<file path="src/design/xbar_pkg.sv">
package xbar_pkg;

    localparam int ADDR_W = 32;
    localparam int DATA_W = 32;
    localparam int STRB_W = DATA_W / 8;      // One strobe bit per byte

    localparam int NUM_TARGETS_DEF = 3;

    // Target 0 instruction TCM, 1 data TCM, 2 peripheral window
    localparam logic [ADDR_W-1:0] TARGET_BASE [NUM_TARGETS_DEF] = '{
        32'h0000_0000,
        32'h1000_0000,
        32'h2000_0000
    };

    // Upper bits compared against the base
    localparam logic [ADDR_W-1:0] TARGET_MASK [NUM_TARGETS_DEF] = '{
        32'hffff_f000,                       // 4 KiB
        32'hffff_0000,                       // 64 KiB
        32'hffff_f000                        // 4 KiB
    };

    typedef logic [1:0] resp_t;
    localparam resp_t RESP_OKAY = 2'b00;

    // Shared by AR and AW
    typedef struct packed {
        logic [ADDR_W-1:0] addr;
        logic [2:0]        prot;
    } addr_req_t;

    typedef struct packed {
        logic [DATA_W-1:0] data;
        logic [STRB_W-1:0] strb;
    } wdata_t;

    typedef struct packed {
        logic [DATA_W-1:0] data;
        resp_t             resp;
    } rdata_t;

    typedef struct packed {
        resp_t resp;
    } bresp_t;

endpackage

</file>
<file path="src/design/route_if.sv">
`timescale 1ns/1ps

// Link between a route tracker and the router it steers
interface route_if #(
    parameter int NUM_TARGETS = xbar_pkg::NUM_TARGETS_DEF
);

    logic [NUM_TARGETS-1:0] start_tgt;       // Address accepted toward this target
    logic                   done;            // Closing handshake of the channel
    logic [NUM_TARGETS-1:0] sel;             // Registered owner of the channel
    logic                   busy;            // At least one open transaction
    logic [NUM_TARGETS-1:0] block;           // New start toward this target not allowed

    // Done comes from the response side and is tied in at the top level
    modport router (
        output start_tgt,
        input  block
    );

    modport tracker (
        input  start_tgt,
        input  done,
        output sel,
        output busy,
        output block
    );

endinterface

</file>
<file path="src/design/addr_decoder.sv">
`timescale 1ns/1ps

// Address to one-hot target match against the package map
module addr_decoder #(
    parameter int NUM_TARGETS = xbar_pkg::NUM_TARGETS_DEF
) (
    input  logic [xbar_pkg::ADDR_W-1:0] addr,
    output logic [NUM_TARGETS-1:0]      match
);

    logic [xbar_pkg::ADDR_W-1:0] masked [NUM_TARGETS];

    // Windows do not overlap, so at most one bit is set
    // An unmapped address gives all zeros and is never forwarded
    always_comb begin
        for (int i = 0; i < NUM_TARGETS; i++) begin
            masked[i] = addr & xbar_pkg::TARGET_MASK[i];
            match[i]  = (masked[i] == xbar_pkg::TARGET_BASE[i]);
        end
    end

endmodule

</file>
<file path="src/design/route_tracker.sv">
`timescale 1ns/1ps

// Outstanding transfers per target and the registered channel owner
module route_tracker #(
    parameter int NUM_TARGETS = xbar_pkg::NUM_TARGETS_DEF,
    parameter int CNT_W       = 3
) (
    input  logic  clk,
    input  logic  rst_n,
    route_if.tracker rif
);

    logic [CNT_W-1:0]       cnt     [NUM_TARGETS];
    logic [CNT_W-1:0]       cnt_nxt [NUM_TARGETS];
    logic [NUM_TARGETS-1:0] active;
    logic [NUM_TARGETS-1:0] active_nxt;
    logic [NUM_TARGETS-1:0] full;
    logic [NUM_TARGETS-1:0] done_tgt;
    logic [NUM_TARGETS-1:0] sel_q;

    // While busy the response belongs to sel
    // Otherwise it can only close a transfer started in the same cycle
    assign done_tgt = rif.busy ? (sel_q & {NUM_TARGETS{rif.done}})
                               : (rif.start_tgt & {NUM_TARGETS{rif.done}});

    always_comb begin
        for (int i = 0; i < NUM_TARGETS; i++) begin
            cnt_nxt[i]    = cnt[i] + CNT_W'(rif.start_tgt[i]) - CNT_W'(done_tgt[i]);
            active_nxt[i] = (cnt_nxt[i] != '0);
            active[i]     = (cnt[i] != '0);
            full[i]       = &cnt[i];
        end
    end

    for (genvar i = 0; i < NUM_TARGETS; i++) begin : gen_cnt
        always_ff @(posedge clk or negedge rst_n) begin
            if (!rst_n) begin
                cnt[i] <= '0;
            end else begin
                cnt[i] <= cnt_nxt[i];
            end
        end
    end

    // Owner follows the single active target, hold if several
    always_ff @(posedge clk or negedge rst_n) begin
        if (!rst_n) begin
            sel_q <= '0;
        end else if (active_nxt == '0) begin
            sel_q <= '0;
        end else if ($onehot(active_nxt)) begin
            sel_q <= active_nxt;
        end
    end

    assign rif.sel  = sel_q;
    assign rif.busy = |active;

    // A second target may only start once the current one has drained,
    // so responses come back in issue order
    assign rif.block = (rif.busy ? ~sel_q : '0) | full;

endmodule

</file>
<file path="src/design/req_router.sv">
`timescale 1ns/1ps

// Forwards one request channel to the decoded target
module req_router #(
    parameter int  NUM_TARGETS = xbar_pkg::NUM_TARGETS_DEF,
    parameter type payload_t   = xbar_pkg::addr_req_t
) (
    input  logic                   in_valid,
    input  payload_t               in_payload,
    input  logic [NUM_TARGETS-1:0] match,
    input  logic [NUM_TARGETS-1:0] tgt_ready,
    output logic                   in_ready,
    output logic [NUM_TARGETS-1:0] tgt_valid,
    output payload_t               tgt_payload,
    route_if.router                rif
);

    logic [NUM_TARGETS-1:0] grant;
    logic [NUM_TARGETS-1:0] accept;

    // Blocked or unmapped requests stay invisible to every target
    assign grant = match & ~rif.block;

    assign tgt_valid = grant & {NUM_TARGETS{in_valid}};
    assign accept    = tgt_valid & tgt_ready;

    // Ready only from the target that actually sees the request
    assign in_ready = |accept;

    // Request bus is shared, valid alone picks the target
    assign tgt_payload = in_payload;

    assign rif.start_tgt = accept;   // One-hot, one cycle per handshake

endmodule

</file>
<file path="src/design/resp_mux.sv">
`timescale 1ns/1ps

// Steers one handshake channel between the initiator and the owning target
module resp_mux #(
    parameter int  NUM_TARGETS = xbar_pkg::NUM_TARGETS_DEF,
    parameter type payload_t   = xbar_pkg::rdata_t
) (
    input  logic [NUM_TARGETS-1:0] sel,
    input  logic                   busy,
    input  logic [NUM_TARGETS-1:0] fallback_sel,
    input  logic [NUM_TARGETS-1:0] tgt_valid,
    input  payload_t               tgt_payload [NUM_TARGETS],
    input  logic                   out_ready,
    output logic [NUM_TARGETS-1:0] tgt_ready,
    output logic                   out_valid,
    output payload_t               out_payload,
    output logic                   done
);

    logic [NUM_TARGETS-1:0] route;

    // Registered owner while open, live decode when idle
    assign route = busy ? sel : fallback_sel;

    assign out_valid = |(route & tgt_valid);
    assign tgt_ready = route & {NUM_TARGETS{out_ready}};

    always_comb begin
        out_payload = '0;
        for (int i = 0; i < NUM_TARGETS; i++) begin
            if (route[i]) begin
                out_payload = tgt_payload[i];
            end
        end
    end

    assign done = out_valid & out_ready;

endmodule

</file>
<file path="src/design/axi_lite_xbar.sv">
`timescale 1ns/1ps

// One initiator, NUM_TARGETS AXI-Lite targets, fully combinational datapath
module axi_lite_xbar #(
    parameter int NUM_TARGETS = xbar_pkg::NUM_TARGETS_DEF,
    parameter int CNT_W       = 3
) (
    input  logic                        clk,
    input  logic                        rst_n,

    // Initiator side
    input  logic                        ar_valid,
    output logic                        ar_ready,
    input  logic [xbar_pkg::ADDR_W-1:0] ar_addr,
    input  logic [2:0]                  ar_prot,
    output logic                        r_valid,
    input  logic                        r_ready,
    output logic [xbar_pkg::DATA_W-1:0] r_data,
    output xbar_pkg::resp_t             r_resp,
    input  logic                        aw_valid,
    output logic                        aw_ready,
    input  logic [xbar_pkg::ADDR_W-1:0] aw_addr,
    input  logic [2:0]                  aw_prot,
    input  logic                        w_valid,
    output logic                        w_ready,
    input  logic [xbar_pkg::DATA_W-1:0] w_data,
    input  logic [xbar_pkg::STRB_W-1:0] w_strb,
    output logic                        b_valid,
    input  logic                        b_ready,
    output xbar_pkg::resp_t             b_resp,

    // Target side
    output logic [NUM_TARGETS-1:0]      t_ar_valid,
    input  logic [NUM_TARGETS-1:0]      t_ar_ready,
    output logic [xbar_pkg::ADDR_W-1:0] t_ar_addr,
    output logic [2:0]                  t_ar_prot,
    input  logic [NUM_TARGETS-1:0]      t_r_valid,
    output logic [NUM_TARGETS-1:0]      t_r_ready,
    input  logic [xbar_pkg::DATA_W-1:0] t_r_data [NUM_TARGETS],
    input  xbar_pkg::resp_t             t_r_resp [NUM_TARGETS],
    output logic [NUM_TARGETS-1:0]      t_aw_valid,
    input  logic [NUM_TARGETS-1:0]      t_aw_ready,
    output logic [xbar_pkg::ADDR_W-1:0] t_aw_addr,
    output logic [2:0]                  t_aw_prot,
    output logic [NUM_TARGETS-1:0]      t_w_valid,
    input  logic [NUM_TARGETS-1:0]      t_w_ready,
    output logic [xbar_pkg::DATA_W-1:0] t_w_data,
    output logic [xbar_pkg::STRB_W-1:0] t_w_strb,
    input  logic [NUM_TARGETS-1:0]      t_b_valid,
    output logic [NUM_TARGETS-1:0]      t_b_ready,
    input  xbar_pkg::resp_t             t_b_resp [NUM_TARGETS]
);

    logic [NUM_TARGETS-1:0] ar_match;
    logic [NUM_TARGETS-1:0] aw_match;
    logic [NUM_TARGETS-1:0] aw_free;

    xbar_pkg::addr_req_t ar_req;
    xbar_pkg::addr_req_t aw_req;
    xbar_pkg::addr_req_t t_ar_req;
    xbar_pkg::addr_req_t t_aw_req;

    xbar_pkg::rdata_t r_tgt [NUM_TARGETS];
    xbar_pkg::rdata_t r_out;
    xbar_pkg::wdata_t w_in  [NUM_TARGETS];
    xbar_pkg::wdata_t w_out;
    xbar_pkg::bresp_t b_tgt [NUM_TARGETS];
    xbar_pkg::bresp_t b_out;

    logic r_done;
    logic w_done;
    logic b_done;

    route_if #(.NUM_TARGETS(NUM_TARGETS)) rif_r ();
    route_if #(.NUM_TARGETS(NUM_TARGETS)) rif_w ();
    route_if #(.NUM_TARGETS(NUM_TARGETS)) rif_b ();

    assign ar_req   = '{addr: ar_addr, prot: ar_prot};
    assign aw_req   = '{addr: aw_addr, prot: aw_prot};
    assign t_ar_addr = t_ar_req.addr;
    assign t_ar_prot = t_ar_req.prot;
    assign t_aw_addr = t_aw_req.addr;
    assign t_aw_prot = t_aw_req.prot;

    for (genvar i = 0; i < NUM_TARGETS; i++) begin : gen_pack
        assign r_tgt[i] = '{data: t_r_data[i], resp: t_r_resp[i]};
        assign b_tgt[i] = '{resp: t_b_resp[i]};
        assign w_in[i]  = '{data: w_data, strb: w_strb};     // Same beat offered to all
    end

    assign r_data   = r_out.data;
    assign r_resp   = r_out.resp;
    assign b_resp   = b_out.resp;
    assign t_w_data = w_out.data;
    assign t_w_strb = w_out.strb;

    // Closing events back into the trackers
    assign rif_r.done = r_done;
    assign rif_w.done = w_done;
    assign rif_b.done = b_done;

    // Both write trackers open on the same AW handshake
    assign rif_b.start_tgt = rif_w.start_tgt;

    // Response ordering also holds back AW, on top of the W tracker block
    assign aw_free = aw_match & ~rif_b.block;

    addr_decoder #(.NUM_TARGETS(NUM_TARGETS)) u_ar_dec (
        .addr  (ar_addr),
        .match (ar_match)
    );

    addr_decoder #(.NUM_TARGETS(NUM_TARGETS)) u_aw_dec (
        .addr  (aw_addr),
        .match (aw_match)
    );

    route_tracker #(.NUM_TARGETS(NUM_TARGETS), .CNT_W(CNT_W)) u_r_trk (
        .clk   (clk),
        .rst_n (rst_n),
        .rif   (rif_r)
    );

    route_tracker #(.NUM_TARGETS(NUM_TARGETS), .CNT_W(CNT_W)) u_w_trk (
        .clk   (clk),
        .rst_n (rst_n),
        .rif   (rif_w)
    );

    route_tracker #(.NUM_TARGETS(NUM_TARGETS), .CNT_W(CNT_W)) u_b_trk (
        .clk   (clk),
        .rst_n (rst_n),
        .rif   (rif_b)
    );

    req_router #(.NUM_TARGETS(NUM_TARGETS), .payload_t(xbar_pkg::addr_req_t)) u_ar_rtr (
        .in_valid    (ar_valid),
        .in_payload  (ar_req),
        .match       (ar_match),
        .tgt_ready   (t_ar_ready),
        .in_ready    (ar_ready),
        .tgt_valid   (t_ar_valid),
        .tgt_payload (t_ar_req),
        .rif         (rif_r)
    );

    req_router #(.NUM_TARGETS(NUM_TARGETS), .payload_t(xbar_pkg::addr_req_t)) u_aw_rtr (
        .in_valid    (aw_valid),
        .in_payload  (aw_req),
        .match       (aw_free),
        .tgt_ready   (t_aw_ready),
        .in_ready    (aw_ready),
        .tgt_valid   (t_aw_valid),
        .tgt_payload (t_aw_req),
        .rif         (rif_w)
    );

    // When idle, R and B follow the address currently being forwarded
    resp_mux #(.NUM_TARGETS(NUM_TARGETS), .payload_t(xbar_pkg::rdata_t)) u_r_mux (
        .sel          (rif_r.sel),
        .busy         (rif_r.busy),
        .fallback_sel (t_ar_valid),
        .tgt_valid    (t_r_valid),
        .tgt_payload  (r_tgt),
        .out_ready    (r_ready),
        .tgt_ready    (t_r_ready),
        .out_valid    (r_valid),
        .out_payload  (r_out),
        .done         (r_done)
    );

    // W runs the other way, target ready in and initiator valid out.
    // Data ahead of its address goes to the AW target being forwarded,
    // and targets take a W beat no earlier than its AW.
    resp_mux #(.NUM_TARGETS(NUM_TARGETS), .payload_t(xbar_pkg::wdata_t)) u_w_mux (
        .sel          (rif_w.sel),
        .busy         (rif_w.busy),
        .fallback_sel (t_aw_valid),
        .tgt_valid    (t_w_ready),
        .tgt_payload  (w_in),
        .out_ready    (w_valid),
        .tgt_ready    (t_w_valid),
        .out_valid    (w_ready),
        .out_payload  (w_out),
        .done         (w_done)
    );

    resp_mux #(.NUM_TARGETS(NUM_TARGETS), .payload_t(xbar_pkg::bresp_t)) u_b_mux (
        .sel          (rif_b.sel),
        .busy         (rif_b.busy),
        .fallback_sel (t_aw_valid),
        .tgt_valid    (t_b_valid),
        .tgt_payload  (b_tgt),
        .out_ready    (b_ready),
        .tgt_ready    (t_b_ready),
        .out_valid    (b_valid),
        .out_payload  (b_out),
        .done         (b_done)
    );

endmodule

</file>
<file path="config.mk">
export PLATFORM = sky130hd
export DESIGN_NAME = axi_lite_xbar
export DESIGN_NICKNAME = d
export VERILOG_FILES = /design/src/design/xbar_pkg.sv /design/src/design/route_if.sv /design/src/design/addr_decoder.sv /design/src/design/route_tracker.sv /design/src/design/req_router.sv /design/src/design/resp_mux.sv /design/src/design/axi_lite_xbar.sv
export SDC_FILE = /design/constraint.sdc
export NUM_CORES = 1
export LEC_CHECK = 0
export CAP_MARGIN = 5
export CORE_AREA = 8 8 147 149
export DETAILED_ROUTE_END_ITERATION = 10
export DIE_AREA = 0 0 155 157
export DONT_BUFFER_PORTS = 1
export GPL_TIMING_DRIVEN = 0
export HOLD_SLACK_MARGIN = 0.05
export PLACE_DENSITY = 0.31
export SYNTH_ARGS = -nofsm -noshare
export SYNTH_HDL_FRONTEND = slang
export SYNTH_SLANG_ARGS = --single-unit
</file>
<file path="constraint.sdc">
create_clock -name clk -period 9.5 [get_ports clk]
set_input_delay 0.475 -clock clk [delete_from_list [all_inputs] [get_ports clk]]
set_output_delay 0.475 -clock clk [all_outputs]
set_load 0.02 [all_outputs]
</file>
==> out/qor.txt <==
Port bufs - 0
Tmin final - 5660 ps
GRT Overall Usage - 14.2%
RePlAce Congestion - 0.880
Final cell count without fillers - 793
EDFF count, synth - 0
Worst Hold Endpoint - u_b_trk.cnt[8]
Cells on worst reg2reg path - 16
Post-Syn Area - 0.00412 mm²
# rows - 51
CP Launch Type - flop
Vias post-DR - 3900
Highest Clock Rate - 177 MHz
GRT overflow - 0
Synthesis-stage register bit count - 36
Final Hold Fails - 0
Pwr/cell area - 99.6 mW/mm²
Syn Inst Count - 516
Die area - 0.0243 mm²
Die Ht - 157 µm
Core Box Area - 0.0192 mm²
Avg Cell Area, Syn - 7.98 µm²
CTS tree - built
Antenna-violating nets left - 0
Hold Path Class - reg2reg
VDD IR max - 0.0000653 V
Worst R2R Setup Slack - 3840 ps
Critical Path End Type - flop
Cts repair resizes - 0
Most common cell after layout, fill and taps aside - buf_4
Layout net count - 791
First-pass GRT wire length - 26.9 mm
Multi-input logic area - 0.00250 mm²
RSZ-0062 raised after global routing - no
DRT Pass-1 Iters - 5
Adder-Cell Fraction of Synth Area - 11.3%
Worst setup path category - reg2reg
Final wirelength - 19.3 mm
Fin crit share - 59.6%
Worst-margin pin slew - 1170 ps
DP Wirelength - 17.2 mm
Register area share after synthesis - 21.9%
Critical path arrival - 5820 ps
Synth unique cells - 48
Reg2reg start - u_b_trk.cnt[2]
Simple-gate share of the synthesized area - 30.6%
Die width - 155 µm
Number of global-route vias before repair - 4187
IO Pins - 398
Cts bufs inserted - 5
Cells on Worst Hold Path - 1
Placed insts - 781
Layout fillers - 2098
Post-synthesis mux area share - 2.19%
Xor/xnor share of the synthesized area - 3.83%
H-tree depth - 2
Worst Path Max Fanout - 7
Fin Setup TNS - 0 ps
Largest net degree at the start of global routing - 37
Share of cells above drive strength 1 - 20.0%
Clk Latency, worst-skew pair - 280 ps
Hold path start - u_b_trk.cnt[8]
Starting DRC count in detailed routing - 283
Required @ worst endpoint - 9660 ps
Final slew viol count - 0
Max transition margin - 21.9%
Drt drc - 0
Status - finished, final reports clean
Initial antenna violation count - 2
Syn_nets - 782
Clock tree buffer depth - 2
Commonest non-fill, non-tap cells in the layout - 70 x buf_4, 54 x nand3_1, 47 x nand2_1
Max-Cap Viols - 0
Clock Tree Root - clkbuf_16
Count of yosys warnings during synthesis - 0
Worst reg2reg endpoint - u_b_trk.rif.sel[0]
Post-synth ARST share - 100%
Sink Count - 36
Synth Flop Type - dfrtp_1
Register Area - 901 µm²
# setup viols final - 0
P_leak - 2.09 nW
Area delta synth->final - 12.8%
Complex-gate fraction of the synthesized area - 12.4%
Initial core utilization - 21.4%
Clk slew on worst S/H paths - 60 ps
Worst Skew - 7.35 ps
Largest family of logic cells by synthesized area - simple AND/OR/NAND/NOR gates
Vias per std cell - 4.92
Routed WL per cell - 24.4 µm
## cell usage after synthesis, types with 2 or more instances
library cell / number / area share (%)
inv_1: 32 / 2.9
and4b_1: 2 / 0.49
nor2b_1: 7 / 1.1
a211oi_1: 3 / 0.55
xnor2_1: 17 / 3.6
buf_2: 8 / 0.97
and2_1: 44 / 6.7
a31oi_1: 3 / 0.46
nand4b_1: 2 / 0.43
a22o_1: 4 / 0.85
nand2_1: 47 / 4.3
a21oi_1: 8 / 0.97
nor2_1: 19 / 1.7
ha_1: 18 / 5.5
nand4_1: 5 / 0.76
dfrtp_1: 36 / 22
or3_1: 11 / 1.7
a222oi_1: 2 / 0.49
nor3b_1: 8 / 1.5
nor4_1: 10 / 1.5
and3_1: 5 / 0.76
a22oi_1: 35 / 6.4
or2_2: 2 / 0.30
nor3_1: 10 / 1.2
o21ai_0: 2 / 0.24
mux2_2: 8 / 2.2
nor4b_1: 2 / 0.43
clkbuf_1: 12 / 1.1
fa_1: 12 / 5.8
buf_4: 70 / 13
o2bb2ai_1: 2 / 0.43
nand3_1: 54 / 6.6
## kinds of logic after synthesis
family / count (synthesis)
fa+ha+maj: 30
simple gates: 234
flops: 36
compound gates: 68
buf+inv: 122
mux: 8
xor+xnor: 18
## sequential cells by signal, summed over array words and instances, names as in the netlist
name / cells
u_b_trk.cnt: 9
u_r_trk.cnt: 9
u_w_trk.cnt: 9
u_b_trk.rif.sel: 3
u_r_trk.rif.sel: 3
u_w_trk.rif.sel: 3
## worst max-delay path by stage
| stage | slack [ps] | cells past startpoint | to | startpoint |
|---|---|---|---|---|
| global route | 3560 | 16 | u_b_trk.rif.sel[0] | u_b_trk.cnt[2] |
| global placement | 3810 | 15 | u_r_trk.rif.sel[0] | ar_addr[18] |
| floorplan | 4620 | 15 | u_r_trk.rif.sel[0] | ar_addr[18] |
| CTS | 3890 | 16 | u_b_trk.rif.sel[0] | u_b_trk.cnt[2] |
| finish | 3840 | 16 | u_b_trk.rif.sel[0] | u_b_trk.cnt[2] |
| detailed placement | 3900 | 15 | u_b_trk.rif.sel[0] | aw_addr[27] |
## power by group
group          switching, W  internal [W]  leakage [nW]  total (W)
clock             0.0000627      0.000103        0.0766   0.000166
sequential        0.0000115      0.000166         0.440   0.000177
combinational     0.0000707     0.0000485          1.57   0.000119
total              0.000145      0.000318          2.09   0.000463
## routing by layer
metal | vias to the layer above | wire, µm | global-route usage (%)
met5 | - | 0 | 0
met4 | 0 | 435 | 4.71
met3 | 17 | 2380 | 5.76
met2 | 300 | 9600 | 24.6
met1 | 1836 | 6900 | 15.5
li1 | 1747 | - | -
## through the flow
step                      setup WS [ps]  total power (W)  hold slack [ps]  cell area (µm²)  utilization [%]
after floorplan                    4620         0.000278              179             4120                -
after global placement             3810         0.000297              181             4450             23.2
after detailed placement           3900         0.000297              181             4460             23.2
after CTS                          3890         0.000471              533             4640             24.2
after global routing               3560         0.000489              553             4640             24.2
final                              3840         0.000463              537             4640             24.2
## area by class of cell
| class | instances | area share [%] |
|---|---|---|
| tap | 265 | 7.14 |
| sequential | 36 | 19.4 |
| multi-input combinational | 358 | 53.8 |
| clock inverter | 2 | 0.216 |
| timing repair buffer | 2 | 0.647 |
| antenna | 2 | 0.108 |
| clock buffer | 6 | 2.99 |
| buffer | 90 | 13.1 |
| inverter | 32 | 2.59 |
## worst max-delay path: stages (launching register included)
cell      delay [ps]
dfrtp_1          410
nor4_1           600
and3_1           250
clkbuf_1         260
nor2_1           120
nor3b_1          960
a221oi_1         380
nor3b_1          360
ha_1             170
inv_1             40
ha_1             180
fa_1             380
xor2_1           160
xnor2_1          140
or3_1            380
fa_1             470
mux2_2           300
## what timing repair did
item / in CTS / in global routing
setup buffers: 0 / 0
hold endpoints to repair: 36 / 0
hold buffers: 2 / 0
Note: power is estimated with default switching activity, not from simulation.
